==> config.mk <==
export PLATFORM = sky130hd
export DESIGN_NAME = mbox_top
export DESIGN_NICKNAME = d
export VERILOG_FILES = /design/src/common/mbox_pkg.sv /design/src/mbox_regs/mbox_regs.sv /design/src/mbox_regs/mbox_zeroize.sv /design/src/mbox_decode.sv /design/src/mbox_result.sv /design/src/mbox_top.sv
export SDC_FILE = /design/constraint.sdc
export NUM_CORES = 1
export LEC_CHECK = 0
export ABC_AREA = 1
export BUFFER_PORTS_ARGS = -buffer_cell sky130_fd_sc_hd__buf_2
export CAP_MARGIN = 5
export CORE_ASPECT_RATIO = 1.25
export CORE_UTILIZATION = 50
export DETAILED_ROUTE_END_ITERATION = 8
export PLACE_DENSITY_LB_ADDON = 0.12
export SYNTH_ARGS = -nofsm -noshare
export SYNTH_HDL_FRONTEND = slang
export SYNTH_SLANG_ARGS = --single-unit
==> constraint.sdc <==
create_clock -name clk -period 5.65 [get_ports clk]
set_input_delay 0.2825 -clock clk [delete_from_list [all_inputs] [get_ports clk]]
set_output_delay 0.2825 -clock clk [all_outputs]
set_load 0.01 [all_outputs]
==> src/common/mbox_pkg.sv <==
// Mailbox controller shared definitions
// Widths, register offsets, fabric and SRAM request types, decoded command

package mbox_pkg;

    localparam int ADDR_W      = 16;
    // Word address inside the SRAM window, below the window bit
    localparam int WORD_ADDR_W = ADDR_W - 3;
    // Register page bits above the 4-bit register offset
    localparam int REG_PAGE_W  = ADDR_W - 5;

    typedef logic [31:0] user_t;
    typedef logic [31:0] word_t;

    // Always accepted, whatever the valid user list holds
    localparam user_t DEF_VALID_USER = 32'hFFFF_FFFF;

    //////////////////////////////////////////////////////////////////////
    // Register map
    localparam logic [3:0] OFS_LOCK    = 4'h0;
    localparam logic [3:0] OFS_USER    = 4'h4;
    localparam logic [3:0] OFS_DLEN    = 4'h8;
    localparam logic [3:0] OFS_EXECUTE = 4'hC;

    typedef enum logic [2:0] {
        REG_LOCK    = 3'd0,
        REG_USER    = 3'd1,
        REG_DLEN    = 3'd2,
        REG_EXECUTE = 3'd3,
        REG_NONE    = 3'd7
    } reg_sel_e;

    //////////////////////////////////////////////////////////////////////
    // Fabric byte address, top bit picks the SRAM window
    typedef struct packed {
        logic                  window;
        logic [REG_PAGE_W-1:0] page;
        logic [1:0]            idx;
        logic [1:0]            byte_bits;
    } reg_addr_t;

    typedef struct packed {
        logic                   window;
        logic [WORD_ADDR_W-1:0] word_addr;
        logic [1:0]             byte_bits;
    } sram_addr_t;

    typedef union packed {
        reg_addr_t  reg_view;
        sram_addr_t sram_view;
    } mbox_addr_u;

    //////////////////////////////////////////////////////////////////////
    // Fabric side
    typedef struct packed {
        logic       dv;
        logic       write;
        user_t      user;
        mbox_addr_u addr;
        word_t      wdata;
    } mbox_req_t;

    typedef struct packed {
        logic  valid;
        logic  error;
        word_t rdata;
    } mbox_resp_t;

    // One command per accepted request
    typedef struct packed {
        logic                   csr_rd;
        logic                   csr_wr;
        logic                   sram_rd;
        logic                   sram_wr;
        reg_sel_e               reg_sel;
        logic [WORD_ADDR_W-1:0] word_addr;
        word_t                  wdata;
        user_t                  user;
        logic                   error;
        logic                   soc_lock_try;
    } mbox_cmd_t;

    typedef struct packed {
        logic  lock_held;
        logic  zeroizing;
        logic  execute;
        user_t owner;
        logic  owner_is_root;
    } mbox_state_t;

    typedef struct packed {
        logic                   cs;
        logic                   we;
        logic [WORD_ADDR_W-1:0] addr;
        word_t                  wdata;
    } sram_req_t;

endpackage

==> src/mbox_regs/mbox_regs.sv <==
// Mailbox register set
// Lock, owner, data length and execute flag, SRAM request generation
// and the registered response tag for the result stage

`timescale 1ns/1ps

module mbox_regs #(
    parameter int SRAM_DEPTH = 256
) (
    input  logic                  clk,
    input  logic                  rst_b,
    input  mbox_pkg::mbox_cmd_t   cmd,
    input  logic                  zero_done,
    output mbox_pkg::mbox_state_t state,
    output mbox_pkg::word_t       max_dlen,
    output logic                  mbox_release,
    output mbox_pkg::sram_req_t   regs_sram_req,
    output logic                  tag_valid,
    output logic                  tag_error,
    output logic                  tag_sram_rd,
    output logic                  tag_soc_locked,
    output mbox_pkg::word_t       tag_rdata
);
    import mbox_pkg::*;

    localparam int SRAM_AW = $clog2(SRAM_DEPTH);

    logic  lock_held;
    logic  owner_is_root;
    logic  execute;
    logic  execute_prev;
    user_t owner;
    word_t dlen;
    word_t csr_rdata;
    logic  lock_take;
    logic  dlen_wr;
    logic  exec_wr;

    // Lock stays held through zeroization, so a free lock reads 0
    assign lock_take = cmd.csr_rd && (cmd.reg_sel == REG_LOCK) && !lock_held;
    assign dlen_wr   = cmd.csr_wr && (cmd.reg_sel == REG_DLEN);
    assign exec_wr   = cmd.csr_wr && (cmd.reg_sel == REG_EXECUTE);

    //////////////////////////////////////////////////////////////////////
    // Mailbox state

    always_ff @(posedge clk or negedge rst_b) begin
        if (!rst_b) begin
            lock_held     <= 1'b0;
            owner_is_root <= 1'b0;
            owner         <= '0;
            execute       <= 1'b0;
            execute_prev  <= 1'b0;
            dlen          <= '0;
            max_dlen      <= '0;
        end else begin
            execute_prev <= execute;
            if (zero_done) begin
                // Release finished, mailbox free again
                lock_held     <= 1'b0;
                owner_is_root <= 1'b0;
                owner         <= '0;
                dlen          <= '0;
                max_dlen      <= '0;
            end else begin
                if (lock_take) begin
                    lock_held     <= 1'b1;
                    owner         <= cmd.user;
                    owner_is_root <= !cmd.soc_lock_try;
                end
                if (dlen_wr) begin
                    dlen <= cmd.wdata;
                    // Running maximum sets the zeroization range
                    if (cmd.wdata > max_dlen) begin
                        max_dlen <= cmd.wdata;
                    end
                end
                if (exec_wr) begin
                    execute <= cmd.wdata[0];
                end
            end
        end
    end

    // Falling edge of execute
    assign mbox_release = execute_prev && !execute;

    always_comb begin
        state               = '0;
        state.lock_held     = lock_held;
        state.execute       = execute;
        state.owner         = owner;
        state.owner_is_root = owner_is_root;
    end

    //////////////////////////////////////////////////////////////////////
    // SRAM request, leaves in the command cycle

    always_comb begin
        regs_sram_req       = '0;
        regs_sram_req.cs    = cmd.sram_rd || cmd.sram_wr;
        regs_sram_req.we    = cmd.sram_wr;
        regs_sram_req.addr  = WORD_ADDR_W'(cmd.word_addr[SRAM_AW-1:0]);
        regs_sram_req.wdata = cmd.wdata;
    end

    //////////////////////////////////////////////////////////////////////
    // Response tag

    always_comb begin
        case (cmd.reg_sel)
            REG_LOCK:    csr_rdata = {31'b0, lock_held};
            REG_USER:    csr_rdata = owner;
            REG_DLEN:    csr_rdata = dlen;
            REG_EXECUTE: csr_rdata = {31'b0, execute};
            default:     csr_rdata = '0;
        endcase
    end

    always_ff @(posedge clk or negedge rst_b) begin
        if (!rst_b) begin
            tag_valid      <= 1'b0;
            tag_error      <= 1'b0;
            tag_sram_rd    <= 1'b0;
            tag_soc_locked <= 1'b0;
        end else begin
            tag_valid      <= cmd.csr_rd || cmd.csr_wr || cmd.sram_rd || cmd.sram_wr ||
                              cmd.error;
            tag_error      <= cmd.error;
            tag_sram_rd    <= cmd.sram_rd;
            tag_soc_locked <= cmd.soc_lock_try && lock_held && owner_is_root;
        end
    end

    // Zero for writes so the result stage needs no extra select
    always_ff @(posedge clk) begin
        tag_rdata <= cmd.csr_rd ? csr_rdata : '0;
    end

endmodule

==> src/mbox_regs/mbox_zeroize.sv <==
// Mailbox release sequencer
// Writes zero to every SRAM word covered by the maximum data length,
// one word per cycle, then pulses done

`timescale 1ns/1ps

module mbox_zeroize #(
    parameter int SRAM_DEPTH = 256
) (
    input  logic                clk,
    input  logic                rst_b,
    input  logic                mbox_release,
    input  mbox_pkg::word_t     max_dlen,
    input  mbox_pkg::sram_req_t regs_sram_req,
    output mbox_pkg::sram_req_t sram_req,
    output logic                zeroizing,
    output logic                zero_done
);
    import mbox_pkg::*;

    localparam int SRAM_AW = $clog2(SRAM_DEPTH);

    logic [32:0]        num_words;
    logic [SRAM_AW-1:0] last_word;
    logic [SRAM_AW-1:0] end_addr;
    logic [SRAM_AW-1:0] wr_addr;
    logic               active;

    // Bytes rounded up to words, capped at the SRAM size
    always_comb begin
        num_words = ({1'b0, max_dlen} + 33'd3) >> 2;
        if (num_words > 33'(SRAM_DEPTH)) begin
            last_word = SRAM_AW'(SRAM_DEPTH - 1);
        end else begin
            last_word = SRAM_AW'(num_words - 33'd1);
        end
    end

    always_ff @(posedge clk or negedge rst_b) begin
        if (!rst_b) begin
            active    <= 1'b0;
            zero_done <= 1'b0;
            wr_addr   <= '0;
            end_addr  <= '0;
        end else begin
            zero_done <= 1'b0;
            if (mbox_release) begin
                wr_addr  <= '0;
                end_addr <= last_word;
                // Nothing used, finish straight away
                if (num_words == '0) begin
                    zero_done <= 1'b1;
                end else begin
                    active <= 1'b1;
                end
            end else if (active) begin
                if (wr_addr == end_addr) begin
                    active    <= 1'b0;
                    zero_done <= 1'b1;
                end else begin
                    wr_addr <= wr_addr + 1'b1;
                end
            end
        end
    end

    // Done cycle still counts, the lock clears at its end
    assign zeroizing = active || zero_done;

    always_comb begin
        sram_req = regs_sram_req;
        if (active) begin
            sram_req.cs    = 1'b1;
            sram_req.we    = 1'b1;
            sram_req.addr  = WORD_ADDR_W'(wr_addr);
            sram_req.wdata = '0;
        end
    end

endmodule

==> src/mbox_decode.sv <==
// Mailbox request decode
// Checks the user and ownership, splits the address into register or SRAM
// access and forms one command per request, all within the request cycle

`timescale 1ns/1ps

module mbox_decode #(
    parameter int SRAM_DEPTH      = 256,
    parameter int NUM_VALID_USERS = 5
) (
    input  mbox_pkg::mbox_req_t                     req,
    input  mbox_pkg::user_t                         root_user,
    input  mbox_pkg::user_t [NUM_VALID_USERS-1:0]   valid_users,
    input  mbox_pkg::mbox_state_t                   state,
    output mbox_pkg::mbox_cmd_t                     cmd
);
    import mbox_pkg::*;

    logic     valid_user;
    logic     is_root;
    logic     is_owner;
    logic     in_sram;
    logic     range_err;
    logic     reg_err;
    logic     err;
    reg_sel_e reg_sel;

    //////////////////////////////////////////////////////////////////////
    // User checks

    // Root and the default user are always valid
    always_comb begin
        valid_user = (req.user == root_user) || (req.user == DEF_VALID_USER);
        for (int i = 0; i < NUM_VALID_USERS; i++) begin
            valid_user |= (req.user == valid_users[i]);
        end
    end

    assign is_root = (req.user == root_user);

    // No owner while the SRAM is being cleared
    assign is_owner = state.lock_held && !state.zeroizing &&
                      ((req.user == state.owner) || is_root);

    //////////////////////////////////////////////////////////////////////
    // Address split

    assign in_sram   = req.addr.sram_view.window;
    assign range_err = (req.addr.sram_view.word_addr >= SRAM_DEPTH);

    // Register view, only page 0 with aligned offsets
    always_comb begin
        reg_sel = REG_NONE;
        if (req.addr.reg_view.page == '0) begin
            case ({req.addr.reg_view.idx, req.addr.reg_view.byte_bits})
                OFS_LOCK:    reg_sel = REG_LOCK;
                OFS_USER:    reg_sel = REG_USER;
                OFS_DLEN:    reg_sel = REG_DLEN;
                OFS_EXECUTE: reg_sel = REG_EXECUTE;
                default:     reg_sel = REG_NONE;
            endcase
        end
    end

    // LOCK and USER are read only, DLEN and EXECUTE writable by the owner
    always_comb begin
        reg_err = (reg_sel == REG_NONE);
        if (req.write) begin
            reg_err |= (reg_sel == REG_LOCK) || (reg_sel == REG_USER);
            reg_err |= ((reg_sel == REG_DLEN) || (reg_sel == REG_EXECUTE)) && !is_owner;
        end
    end

    //////////////////////////////////////////////////////////////////////
    // Command

    always_comb begin
        if (!valid_user) begin
            err = 1'b1;
        end else if (in_sram) begin
            err = !is_owner || range_err;
        end else begin
            err = reg_err;
        end
    end

    always_comb begin
        cmd           = '0;
        cmd.reg_sel   = reg_sel;
        cmd.word_addr = req.addr.sram_view.word_addr;
        cmd.wdata     = req.wdata;
        cmd.user      = req.user;
        cmd.error     = req.dv && err;
        if (req.dv && !err) begin
            cmd.csr_rd  = !in_sram && !req.write;
            cmd.csr_wr  = !in_sram && req.write;
            cmd.sram_rd = in_sram && !req.write;
            cmd.sram_wr = in_sram && req.write;
            // Non-root attempt at the lock, flagged for the status pulse
            cmd.soc_lock_try = !in_sram && !req.write && (reg_sel == REG_LOCK) && !is_root;
        end
    end

endmodule

==> src/mbox_result.sv <==
// Mailbox response stage
// Registers the fabric response and drives the status outputs

`timescale 1ns/1ps

module mbox_result (
    input  logic                  clk,
    input  logic                  rst_b,
    input  logic                  tag_valid,
    input  logic                  tag_error,
    input  logic                  tag_sram_rd,
    input  logic                  tag_soc_locked,
    input  mbox_pkg::word_t       tag_rdata,
    input  mbox_pkg::word_t       sram_rdata,
    input  mbox_pkg::mbox_state_t state,
    output mbox_pkg::mbox_resp_t  resp,
    output logic                  root_data_available,
    output logic                  soc_data_available,
    output logic                  soc_req_locked
);
    import mbox_pkg::*;

    word_t rdata_sel;

    // SRAM read data arrives in the same cycle as its tag
    // Register data is already zero for writes and errors
    always_comb begin
        if (tag_sram_rd) begin
            rdata_sel = sram_rdata;
        end else begin
            rdata_sel = tag_rdata;
        end
    end

    always_ff @(posedge clk or negedge rst_b) begin
        if (!rst_b) begin
            resp           <= '0;
            soc_req_locked <= 1'b0;
        end else begin
            resp.valid     <= tag_valid;
            resp.error     <= tag_error;
            resp.rdata     <= rdata_sel;
            // Pulse lines up with the LOCK read response
            soc_req_locked <= tag_soc_locked;
        end
    end

    //////////////////////////////////////////////////////////////////////
    // Data available levels by mailbox owner
    assign root_data_available = state.execute && state.owner_is_root;
    assign soc_data_available  = state.execute && !state.owner_is_root;

endmodule

==> src/mbox_top.sv <==
// Mailbox controller top level
// One fabric port shares a single SRAM between lock owners, with
// zeroization of the used words when the owner releases the mailbox

`timescale 1ns/1ps

module mbox_top #(
    parameter int SRAM_DEPTH      = 256,
    parameter int NUM_VALID_USERS = 5
) (
    input  logic                                    clk,
    input  logic                                    rst_b,
    input  mbox_pkg::mbox_req_t                     req,
    input  mbox_pkg::user_t                         root_user,
    input  mbox_pkg::user_t [NUM_VALID_USERS-1:0]   valid_users,
    input  mbox_pkg::word_t                         sram_rdata,
    output mbox_pkg::mbox_resp_t                    resp,
    output mbox_pkg::sram_req_t                     sram_req,
    output logic                                    root_data_available,
    output logic                                    soc_data_available,
    output logic                                    soc_req_locked
);
    import mbox_pkg::*;

    mbox_cmd_t   cmd;
    mbox_state_t regs_state;
    mbox_state_t state;
    word_t       max_dlen;
    logic        mbox_release;
    sram_req_t   regs_sram_req;
    logic        zeroizing;
    logic        zero_done;

    // Response tag, one cycle behind the request
    logic        tag_valid;
    logic        tag_error;
    logic        tag_sram_rd;
    logic        tag_soc_locked;
    word_t       tag_rdata;

    // Zeroizing flag is owned by the release sequencer
    always_comb begin
        state           = regs_state;
        state.zeroizing = zeroizing;
    end

    mbox_decode #(
        .SRAM_DEPTH      (SRAM_DEPTH),
        .NUM_VALID_USERS (NUM_VALID_USERS)
    ) mbox_decode_inst (
        .req         (req),
        .root_user   (root_user),
        .valid_users (valid_users),
        .state       (state),
        .cmd         (cmd)
    );

    mbox_regs #(
        .SRAM_DEPTH (SRAM_DEPTH)
    ) mbox_regs_inst (
        .clk            (clk),
        .rst_b          (rst_b),
        .cmd            (cmd),
        .zero_done      (zero_done),
        .state          (regs_state),
        .max_dlen       (max_dlen),
        .mbox_release   (mbox_release),
        .regs_sram_req  (regs_sram_req),
        .tag_valid      (tag_valid),
        .tag_error      (tag_error),
        .tag_sram_rd    (tag_sram_rd),
        .tag_soc_locked (tag_soc_locked),
        .tag_rdata      (tag_rdata)
    );

    mbox_zeroize #(
        .SRAM_DEPTH (SRAM_DEPTH)
    ) mbox_zeroize_inst (
        .clk           (clk),
        .rst_b         (rst_b),
        .mbox_release  (mbox_release),
        .max_dlen      (max_dlen),
        .regs_sram_req (regs_sram_req),
        .sram_req      (sram_req),
        .zeroizing     (zeroizing),
        .zero_done     (zero_done)
    );

    mbox_result mbox_result_inst (
        .clk                 (clk),
        .rst_b               (rst_b),
        .tag_valid           (tag_valid),
        .tag_error           (tag_error),
        .tag_sram_rd         (tag_sram_rd),
        .tag_soc_locked      (tag_soc_locked),
        .tag_rdata           (tag_rdata),
        .sram_rdata          (sram_rdata),
        .state               (state),
        .resp                (resp),
        .root_data_available (root_data_available),
        .soc_data_available  (soc_data_available),
        .soc_req_locked      (soc_req_locked)
    );

endmodule

; Word level (Yosys, flattened, before mapping)
; Cells that the tools add are included.
[classes]
addsub = 3
order_cmp = 3
n_eq_ne = 18
muxes = 33
n_bitwise = 8
n_reduce_logical = 52
[ops]
columns = operator, count
row1 = $mux W32, 8
row2 = $eq A32 B32 Y1, 7
row3 = $pmux W32 S4, 1
row4 = $mux W47, 1
row5 = $add A32 B2 Y33 const B, 1
row6 = $logic_not A33 Y1, 1
row7 = $eq A32 B32 Y1 const B, 1
row8 = $gt A32 B32 Y1, 1
row9 = $mux W8, 4
row10 = $gt A31 B9 Y1 const B, 1
row11 = $logic_and A1 B1 Y1, 20
row12 = $mux W1, 16
row13 = $ge A13 B9 Y1 const B, 1
row14 = $pmux W3 S4, 1
row15 = $logic_not A11 Y1, 1
row16 = $logic_or A1 B1 Y1, 11
row17 = $logic_not A1 Y1, 10
row18 = $add A8 B1 Y8 const B, 1
row19 = $eq A4 B4 Y1 const B, 2
row20 = $eq A8 B8 Y1, 1
row21 = $reduce_bool A2 Y1, 4
row22 = $sub A8 B1 Y8 const B, 1
row23 = $or A1 B1 Y1, 7
row24 = $eq A3 B2 Y1 const B, 2
row25 = other kinds (10), 13
[word_totals]
reg_bits = 189
output_inout_bits = 84
word_cells = 137

; Longest topological paths before layout
; Gate-level depths: netlist of the first run.
[logic_depth]
word_depth = 17
ltp_mapped = 20
ltp_nobuf = 18

; Hierarchy
; A second synthesis of the first run with hierarchy kept.
[hier_totals]
cells_unflattened = 2155
area_unflattened_um2 = 14965.6
[by_module_without_submodules]
columns = mod, instances, cells_per_inst, area_each_um2, seq_area_each_um2
row1 = mbox_regs, 1, 850, 6820.3, 3243.1
row2 = mbox_decode, 1, 667, 4142.7, 0.0
row3 = mbox_zeroize, 1, 495, 2620.0, 450.4
row4 = mbox_result, 1, 143, 1382.6, 875.8

; Worst setup path after synthesis of the first run
; OpenSTA, ideal clock, no wires.
[synth_path]
kind = reg2reg
from = register mbox_regs_inst.max_dlen[23]
to = register mbox_regs_inst.max_dlen[2]
setup_ps = 118
arrival_time_ps = 1999
t_required_ps = 5532
setup_slack_ps = 3533
path_stages_with_launch = 15
path_buffers = 1
synth_period_minus_slack_ps = 2117
path_cell_list = dfrtp_1 -> inv_1 -> ha_1 -> nand2_1 -> nor2_1 -> nand4_1 -> nor2_1 -> nand3_1 -> o22ai_1 -> nor2_1 -> nor2_1 -> nand4_4 -> clkbuf_1 -> nand3_1 -> nand2_1
[synth_via]
elab_chain_cells = 3
[synth_rtl]
columns = element, line_no
row1 = from (decl), mbox_regs.sv:15  ; output mbox_pkg::word_t max_dlen,
row2 = from (signal assigned), mbox_regs.sv:75  ; max_dlen <= cmd.wdata;
row3 = $gt A32 B32 Y1, mbox_regs.sv:74  ; if (cmd.wdata > max_dlen) begin
row4 = $reduce_bool A2 Y1 (no source line), --
row5 = $reduce_and A2 Y1 (no source line), --
; No other way between the ends.
; A chain may end at the register's enable or synchronous reset.

; Worst setup path in the final report of the first run
[layout_path]
from = register mbox_regs_inst.max_dlen[21]
to = register mbox_regs_inst.max_dlen[24]
; The elaborated chain is that of the path after synthesis.

==> out/summary.md, run 1 <==
Entering global routing, the biggest net connects 131 pins. The fraction of synthesized cell area taken by the top area cell type is 0.293. The proportion of synthesized chip area in sequential cells came out at 0.341.

TritonCTS built the clock tree. The clock passes through at most 2 buffers. During synthesis, Yosys emitted a total of 0 warnings. The number of placed instances, taps included, is 2501.

The logs give 885 for the number of DRC markers in iteration 0 and 0 for the number of resized instances in the post-cts repair step. The number of antenna violations at the first check in global routing came out at 6. The H-tree was split into 4 levels.

Routability-driven placement finished with a final weighted congestion of 0.960. The dominant cell type by count on the critical path is sky130_fd_sc_hd__nor2_1. The tree is rooted in a sky130_fd_sc_hd__clkbuf_16.

In the layout the commonest cells are 533 x sky130_fd_sc_hd__nand2_1, 385 x sky130_fd_sc_hd__buf_2, 225 x sky130_fd_sc_hd__nor2_1, 169 x sky130_fd_sc_hd__xnor2_1, 163 x sky130_fd_sc_hd__inv_1. The cell count of the worst reg-to-reg path is 14. The dominant register cell in the synthesized netlist is sky130_fd_sc_hd__dfrtp_1.

The cell at the slowest stage of the critical path was sky130_fd_sc_hd__inv_2. The fraction of layout cells with a size suffix above 1 is 0.234, and the overall via count from detail_route is 13100. The number of different library cells used by synthesis comes to 44. The tools report the total track usage as 0.306.

Leaving out fill and tap cells, the most frequent cell in the layout is sky130_fd_sc_hd__nand2_1. Worst min-delay path class: input pin to register. The post-detailed-route wirelength per cell is 16.5 um, and the number of filler instances in the final layout is 2514. The count of final max-slew check failures is 0, and the first-pass iteration count of the detailed router is 5. Yosys mapped a number of flops with a built-in enable equal to 0. The final worst-path cycle share is 0.599. Yosys attributes the largest share of cell area to sky130_fd_sc_hd__dfrtp_1 29%, sky130_fd_sc_hd__nand2_1 15%, sky130_fd_sc_hd__xnor2_1 11%. The total CTS buffers is 17. Counting every sink on the clock net gives 189. The placement row count was 66; the count of endpoints failing hold in the final timing report was 0. The total die area came out at 0.0274 mm2.

392 I/O pins were placed. For the post-layout worst setup margin, the log shows 2.27 ns. The tools report the global-route wire length before repair as 65.3 mm. The count of placed standard cells in the final layout, fillers left out is 2539, and the headroom to the max-slew limit is 0.295. Number of global-route vias before repair: 12400.

Derived from the worst setup path, the maximum achievable clock frequency is 295 MHz. The synthesized design contains 189 register bits. The starting density of the core was 0.511. The analysis attributes to cell leakage a power of 8.35 nW. Each instance of the synthesized netlist takes up on average 7.18 um2. The clock period minus final worst setup slack was 3.38 ns; the largest fanout on the critical path was 33.

The run finished with clean final reports. Setup violations remaining at the end of the flow were counted as 0. In this run the standard cell core region covers 0.0262 mm2.

The share of async-settable or async-resettable flops after synthesis is 0.831. For the pin with the worst max-slew slack, the measured transition is 1.06 ns. The synthesized netlist cell count was 1865. The tools report the data required time of the worst path as 6.01 ns. The logs give 0 ns for the final setup TNS and 0 for the reported max-cap violation count. The design draws 3.02 mW.

Half-perimeter wire length of the detailed placement result: 32.5 mm. Power spread over the standard cell area amounts to 190 mW/mm2. By startpoint and endpoint, the worst setup path is classified as register to register. Once layout is done, the placed cells without fillers occupy 0.0159 mm2.

The number of cells traversed by the worst hold path was 1. At the later pin of the worst-skew pair, clock insertion delay measures 0.43 ns. The layout overhead on the synthesized area was 18.6%; the total congestion overflow after global routing was 0. The average via count per standard cell works out to 5.17. The endpoint type of the worst setup path is a register. The clock-pin slew on the worst setup and hold paths came out at 0.07 ns.

The critical path's largest stage delay works out to 0.67 ns. Setup repair after global routing left no endpoint under its margin. The most area-hungry cell type in the Yosys netlist is sky130_fd_sc_hd__dfrtp_1. The worst setup path is launched from a register. Once detail routing completed, the nets flagged for antenna violations numbered 0. Data arrives at the worst endpoint at 3.75 ns. The overall die height is 185 um. The tools report the peak supply drop as 225 uV. The worst slack at placement was 2.20 ns. For the setup skew after layout, the log shows 0.0128 ns. The critical path goes through inv_1 > ha_1 > inv_1 > nor2_1 > nand4_1 > nor2_1 > nand3_1 > o22ai_1 > nor2_1 > nor2_1 > nand4_4 > inv_2 > nand2_1 > nand2_1.

The tools report the area after detailed placement as 0.0152 mm2. The final layout contains routed wiring with a total length of 42.0 mm. The mapped netlist covers 0.0134 mm2.

For this run, design rule violations remaining after detail routing come to 0. Buffers placed on the I/O ports in this run total 386. The horizontal extent of the die is 148 um. The final layout contains 2525 nets.
==> state kept, by name (all words and copies together) (netlist names), 8 cells and up <==
| register | flops |
|---|---|
| mbox_result_inst.resp | 34 |
| mbox_regs_inst.tag_rdata | 32 |
| mbox_regs_inst.max_dlen | 32 |
| mbox_zeroize_inst.end_addr | 8 |
| mbox_regs_inst.owner | 32 |
| mbox_regs_inst.dlen | 32 |
| mbox_zeroize_inst.wr_addr | 8 |
==> stage by stage <==
step,utilization,hold slack (ns)
final,0.606,0.0448
after global routing,0.606,0.0284
after CTS,0.605,0.0238
after detailed placement,0.582,0.341
after global placement,0.582,0.335
after floorplan,-,-0.0131
==> synth_stat cells (all sizes together) (30+ instances only) <==
cell   number
nand2     538
nor2      233
inv       191
xnor2     169
dfrtp     157
nand3     140
nand4      71
buf        70
ha         35
a22oi      32
dfxtp      32
mux2       32
xor2       30
==> critical path, delay by kind of cell, from the launching register on <==
family | cells | cell delay, ns
AOI/OAI and AO/OA | 1 | 0.17
and+or+nand+nor | 9 | 1.60
DFF | 1 | 0.42
buffers and inverters | 3 | 0.81
adders and majority gates | 1 | 0.30
==> worst paths after layout <==
| kind | startpoint | endpoint | slack, ns |
|---|---|---|---|
| min in group asynchronous | rst_b | mbox_regs_inst.max_dlen[29]$_DFFE_PN0P_ | 0.53 |
| min | req[81] | mbox_regs_inst.tag_valid$_DFF_PN0_ | 0.04 |
| min reg2reg | mbox_regs_inst.tag_soc_locked$_DFF_PN0_ | mbox_result_inst.soc_req_locked$_DFF_PN0_ | 0.36 |
| max in group asynchronous | rst_b | mbox_regs_inst.tag_error$_DFF_PN0_ | 3.72 |
| max reg2reg | mbox_regs_inst.max_dlen[21]$_DFFE_PN0P_ | mbox_regs_inst.max_dlen[24]$_DFFE_PN0P_ | 2.27 |
| max | mbox_regs_inst.max_dlen[21]$_DFFE_PN0P_ | mbox_regs_inst.max_dlen[24]$_DFFE_PN0P_ | 2.27 |
==> cells by family (layout without fill, tap and decap cells) <==
group,count (synthesis),after routing,share of synthesized area
DFF,189,189,0.341
xor gates and xnor gates,199,199,0.130
and+or+nand+nor,1026,1026,0.331
AOI/OAI and AO/OA,93,93,0.0421
buffers and inverters,290,616,0.0956
muxes,32,32,0.0269
adders and majority gates,35,35,0.0327
other,1,9,0.000280
==> final cells by class <==
| type | count | area [um2] | share of cell area |
|---|---|---|---|
| multi-input combinational | 1390 | 7550 | 0.476 |
| tap | 340 | 425 | 0.0268 |
| clock buffer | 18 | 439 | 0.0277 |
| clock inverter | 14 | 144 | 0.00906 |
| sequential | 189 | 4570 | 0.288 |
| antenna | 4 | 10.0 | 0.000631 |
| timing repair buffer | 393 | 2010 | 0.127 |
| inverter | 191 | 719 | 0.0453 |
==> where the power goes <==
part | total [mW] | leakage [nW] | internal, mW | switching [mW]
Clock | 1.20 | 0.281 | 0.637 | 0.559
Combinational | 0.477 | 5.65 | 0.213 | 0.264
Sequential | 1.35 | 2.43 | 1.35 | 0.000356
==> routing by layer <==
layer / wire length [um] / up-vias / track usage / part of all wire
met3: 2670 / 70 / 0.0443 / 0.064
met1: 17500 / 6087 / 0.384 / 0.42
met2: 20400 / 435 / 0.525 / 0.49
met5: 13 / - / 0 / 0.00031
li1: - / 6522 / - / -
met4: 1460 / 2 / 0.126 / 0.035
==> what timing repair did <==
| action | CTS | global route |
|---|---|---|
| buffers inserted | 0 | 0 |
| hold endpoints to repair | 61 | 0 |
| endpoints found under the setup margin | 0 | 0 |
| hold buffers | 1 | 0 |
Note: power is estimated with default switching activity, not from simulation.
==> run 2: changes to the inputs <==
--- a/config.mk
+++ b/config.mk
@@ -5,7 +5,7 @@
 export SDC_FILE = /design/constraint.sdc
 export NUM_CORES = 1
 export LEC_CHECK = 0
-export ABC_AREA = 1
+export ABC_AREA = 0
 export BUFFER_PORTS_ARGS = -buffer_cell sky130_fd_sc_hd__buf_2
 export CAP_MARGIN = 5
 export CORE_ASPECT_RATIO = 1.25
==> constraint.sdc (replaced) <==
create_clock -name clk -period 3.4 [get_ports clk]
set_input_delay 0.17 -clock clk [delete_from_list [all_inputs] [get_ports clk]]
set_output_delay 0.17 -clock clk [all_outputs]
set_load 0.01 [all_outputs]
==> run 2 against run 1 <==
Routed wire length is 0.20% higher. Sequential share of layout area is 1.2 points higher. Design area down 4.1%. Combinational power up 64%. Count of clock-buffer cells in the layout fell by 1. First-iteration DRC count down 21%. Clock skew is 0.0015 ns higher. Power increased by 66%. Synthesized cell count down 30%. Critical path type unchanged. Largest cell class unchanged. Largest power group unchanged. Highest routed layer unchanged.
==> out/summary.md, run 2 <==
The final setup TNS was 0 ns (unchanged); the horizontal extent of the die was 143 um (-3.8%). The slowest stage of the critical path is the sky130_fd_sc_hd__dfrtp_1 cell. The actual transition at the worst max-transition pin was 1.12 ns (+0.0610 ns); the number of filler instances in the final layout was 2134 (-15%). The overall via count from detail_route is 11400 (-13%), and the setup skew after layout is 0.0143 ns (+0.00146 ns).

Dominant register cell in the synthesized netlist: sky130_fd_sc_hd__dfrtp_1. Counting stages on the worst path, the most repeated cell is sky130_fd_sc_hd__a21oi_1. The power per cell area is 331 mW/mm2 (+74%).

The total track usage came out at 0.335 (+0.0291). The cell sitting at the root of the clock tree is a sky130_fd_sc_hd__clkbuf_16. By count the netlist is led by 157 x sky130_fd_sc_hd__dfrtp_1, 140 x sky130_fd_sc_hd__xor2_1, 109 x sky130_fd_sc_hd__xnor2_1.

The routed metal-1 wire length is 16.3 mm (-6.6%), and the combined area of all synthesized cells is 0.0124 mm2 (-7.6%). For the clock insertion delay at the later pin of the skew report, the log shows 0.44 ns (about the same). Number of enable-type register cells in the synthesized netlist: 0 (unchanged).

Number of buffers added for setup after CTS: 0 (unchanged). The data required time of the worst path was 3.75 ns (-2.26 ns). The largest net degree at the start of global routing is 100 (-24%).

Largest fanout on the critical path: 21 (-36%). For the first-pass iteration count of the detailed router, the log shows 5 (unchanged). The logs give 3.25 ns (-0.50 ns) for the data arrival time of the critical path and 31.1 mm (-4.2%) for the half-perimeter wire length of the detailed placement result.

The tools report the proportion of synthesized chip area in sequential cells as 0.369 (+0.0280). The clock-pin slew on the worst setup and hold paths came out at 0.08 ns (about the same). The maximum clock insertion buffer count was 2 (unchanged); the total leakage power was 6.85 nW (-18%).

The run gives 10 (+4) as the number of antenna violations at the first check in global routing. For the number of resized instances in the post-cts repair step, the log shows 0 (unchanged). The total of buffers placed on input and output ports was 386 (unchanged). Worst min-delay path class: input pin to register. The run gives 20.7 mm (+1.6%) as the met2 wirelength from detailed routing.

The upper clock frequency limit was 345 MHz (+17%). Setup repair after global routing left no endpoint under its margin. The worst setup path is launched from a register. The post-detailed-route wirelength per cell works out to 21.1 um (+27%). By area the synthesized netlist is led by sky130_fd_sc_hd__dfrtp_1 32%, sky130_fd_sc_hd__xor2_1 9.9%, sky130_fd_sc_hd__xnor2_1 7.7%. The xor-xnor portion of the synthesized cell area came out at 0.176 (+0.0461). The family with the most delay on the worst path was compound AO/OA/AOI/OAI gates.

Traced cell by cell, the critical path runs through inv_1 > ha_1 > a21oi_1 > o21ai_0 > a221oi_1 > o32ai_1 > a2111o_1 > nand2_1 > buf_12 > o31ai_1 > a21oi_1. The total of flip-flops plus latches after synthesis came out at 189 (unchanged). The headroom to the max-slew limit came out at 0.256 (-0.0399). For the count of final max-slew check failures, the log shows 0 (unchanged). The share of async-settable or async-resettable flops after synthesis came out at 0.831 (unchanged). The run gives 189 (unchanged) as the CTS sink count. The startpoint identified for the worst register-to-register timing path is mbox_regs_inst.max_dlen[19]$_DFFE_PN0P_. The antenna violation net count after detailed routing was 0 (unchanged). The worst hold path begins at req[4]. Ranked by flip-flop count, first place goes to mbox_result_inst.resp. The critical path is of the register to register type. For the number of placed instances, taps included, the log shows 1925 (-23%).

Total CTS buffers: 17 (unchanged). The post-layout net count was 1992 (-21%); the total congestion overflow after global routing was 0 (unchanged). The complex-gate fraction of the synthesized area was 0.119 (+0.0767); the aggregate routed wire length was 42.1 mm (+0.20%). By area, the combinational part of the netlist is dominated by XOR/XNOR gates.

The critical path's largest stage delay works out to 0.44 ns (-0.23 ns). For hold timing, the worst endpoint is mbox_regs_inst.dlen[4]$_DFFE_PN0P_. For the slack of the worst reg-to-reg path, the log shows 0.50 ns (-1.76 ns).

The logs give 0 (unchanged) for the reported max-cap violation count and 0.953 (-0.80%) for the routability congestion estimate. The synthesized netlist cell count is 1297 (-30%), and the number of cells traversed by the worst hold path is 3 (+2). The utilization after layout is 0.623 (+0.0168), and the count of placed standard cells in the final layout, fillers left out is 1998 (-21%). The fraction of layout cells with a size suffix above 1 works out to 0.305 (+0.0709). For the total I/O pin count, the log shows 392 (unchanged). The worst hold slack is 0.0247 ns (-0.0201 ns). The layout overhead on the synthesized area was 23.1%; the final worst-path cycle share was 0.852 (+0.253).

The tools report the endpoint of the most critical register-to-register path as mbox_regs_inst.max_dlen[28]$_DFFE_PN0P_. The average cell area after synthesis came out at 9.54 um2 (+33%). The global-route wire length before repair came out at 62.9 mm (-3.6%). STA classifies the critical path endpoint as a register.

In the layout the commonest cells are 385 x sky130_fd_sc_hd__buf_2, 156 x sky130_fd_sc_hd__dfrtp_1, 140 x sky130_fd_sc_hd__xor2_1, 109 x sky130_fd_sc_hd__xnor2_1, 97 x sky130_fd_sc_hd__nor2_1. The placement row count is 64 (-3.0%), and the clock period minus final worst setup slack is 2.90 ns (-0.489 ns). The fraction of synthesized area in multiplexers is 0.0665 (+0.0395).

The number of global-route vias before repair came out at 11000 (-11%). TritonCTS built the clock tree. The tools report the total die area as 0.0254 mm2 (-7.5%).

The flow ran to the end, and the final reports show no timing, DRC or antenna violations. The level count of the clock H-tree is 4 (unchanged). The count of different cell masters after synthesis was 65 (+48%). The most area-hungry cell type in the Yosys netlist was sky130_fd_sc_hd__dfrtp_1.

The simple logic cell fraction of the synthesized area is 0.166 (-0.165), and the final standard cell area without fillers is 0.0152 mm2 (-4.1%). The number of DRC markers in iteration 0 is 696 (-21%). The number of failing setup endpoints in the final timing report was 0 (unchanged).

For the area after detailed placement, the log shows 0.0142 mm2 (-6.6%). Uppermost metal layer occupied by signal nets: met5. The peak supply drop is 366 uV (+63%), and the fraction of synthesized cell area taken by the top area cell type is 0.318 (+0.0241).

Met3 layer wire length in the routed design: 3.18 mm (+19%). The sum of buffers and inverters on the critical path was 2 (-1). The number of remaining DRC errors is 0 (unchanged), and the number of flip-flops in the largest register is 34 (unchanged).

The number of buffers inserted by hold repair at cts came out at 35 (+34). The logs give 0.507 (-0.00487) for the starting density of the core and 0.0244 mm2 (-6.7%) for the placeable core region. The overall die height works out to 178 um (-3.8%).

The adder-cell share of the synthesized area was 0.0354 (+0.00269); the count of endpoints failing hold in the final timing report was 0 (unchanged). Leading cell type by number of instances after synthesis: sky130_fd_sc_hd__dfrtp_1. The cell count of the worst reg-to-reg path works out to 11 (-3). The number of warnings issued by yosys is 0 (unchanged), and the average via count per standard cell is 5.69 (+10%). The library cell used most frequently in the layout, excluding fill and tap cells, is sky130_fd_sc_hd__buf_2.
run 2: cell types whose count changed after synthesis, moves of 32 or more:
cell / delta
sky130_fd_sc_hd__mux2i_1: +36
sky130_fd_sc_hd__nor4_1: +39
sky130_fd_sc_hd__xnor2_1: -60
sky130_fd_sc_hd__nand3_1: -96
sky130_fd_sc_hd__o31ai_1: +32
sky130_fd_sc_hd__a21oi_1: +51
sky130_fd_sc_hd__nor2b_1: +35
sky130_fd_sc_hd__nand2_1: -511
sky130_fd_sc_hd__xor2_1: +110
sky130_fd_sc_hd__inv_1: -127
sky130_fd_sc_hd__nor2_1: -128
run 2: final cells by class:
type	count	area, um2	area share
multi-input combinational	965	7000	0.460
sequential	189	4570	0.300
timing repair buffer	439	2470	0.163
clock buffer	17	425	0.0279
tap	330	413	0.0271
clock inverter	15	186	0.0122
inverter	37	139	0.00912
antenna	6	15.0	0.000986
run 2: worst max-delay path by stage:
stage                                                      to  cells after the start  slack, ns                                     from
finish                mbox_regs_inst.max_dlen[28]$_DFFE_PN0P_                     11       0.50  mbox_regs_inst.max_dlen[19]$_DFFE_PN0P_
global route        mbox_zeroize_inst.end_addr[3]$_DFFE_PN0P_                      8       0.20   mbox_regs_inst.max_dlen[0]$_DFFE_PN0P_
CTS                 mbox_zeroize_inst.end_addr[5]$_DFFE_PN0P_                      8       0.43   mbox_regs_inst.max_dlen[0]$_DFFE_PN0P_
detailed placement  mbox_zeroize_inst.end_addr[7]$_DFFE_PN0P_                      8       0.42   mbox_regs_inst.max_dlen[0]$_DFFE_PN0P_
global placement    mbox_zeroize_inst.end_addr[7]$_DFFE_PN0P_                      8       0.46   mbox_regs_inst.max_dlen[0]$_DFFE_PN0P_
floorplan             mbox_regs_inst.max_dlen[10]$_DFFE_PN0P_                     12       0.95  mbox_regs_inst.max_dlen[19]$_DFFE_PN0P_
run 2: kinds of logic (layout without fill, tap and decap cells):
| kind of cell | count (synthesis) | after routing |
|---|---|---|
| xor gates and xnor gates | 249 | 249 |
| muxes | 77 | 77 |
| AOI/OAI and AO/OA | 228 | 228 |
| buffers and inverters | 147 | 508 |
| DFF | 189 | 189 |
| adders and majority gates | 35 | 35 |
| and+or+nand+nor | 371 | 371 |
| other | 1 | 11 |
run 2: metal layers:
metal,global-route usage,up-vias
met5,0,-
met4,0.177,8
met3,0.0874,106
met2,0.564,510
met1,0.391,5441
li1,-,5298
run 2: where the power goes:
| part | internal [mW] | switching, mW | leakage, nW | total, mW |
|---|---|---|---|---|
| Clock | 1.00 | 1.01 | 0.297 | 2.01 |
| Sequential | 2.24 | 0.000536 | 2.44 | 2.24 |
| Combinational | 0.347 | 0.433 | 4.12 | 0.780 |
run 2: worst min-delay path, stage by stage:
cell and delay [ns]:
sky130_fd_sc_hd__buf_2 0.13, sky130_fd_sc_hd__nand3_1 0.06, sky130_fd_sc_hd__a21oi_1 0.06
run 2: metrics by stage:
step           power (mW)  setup WS (ns)
2_1_floorplan        2.66          0.947
3_3_place_gp         3.02          0.459
3_5_place_dp         3.02          0.423
4_1_cts              5.07          0.433
5_1_grt              5.23          0.198
6_report             5.03          0.505
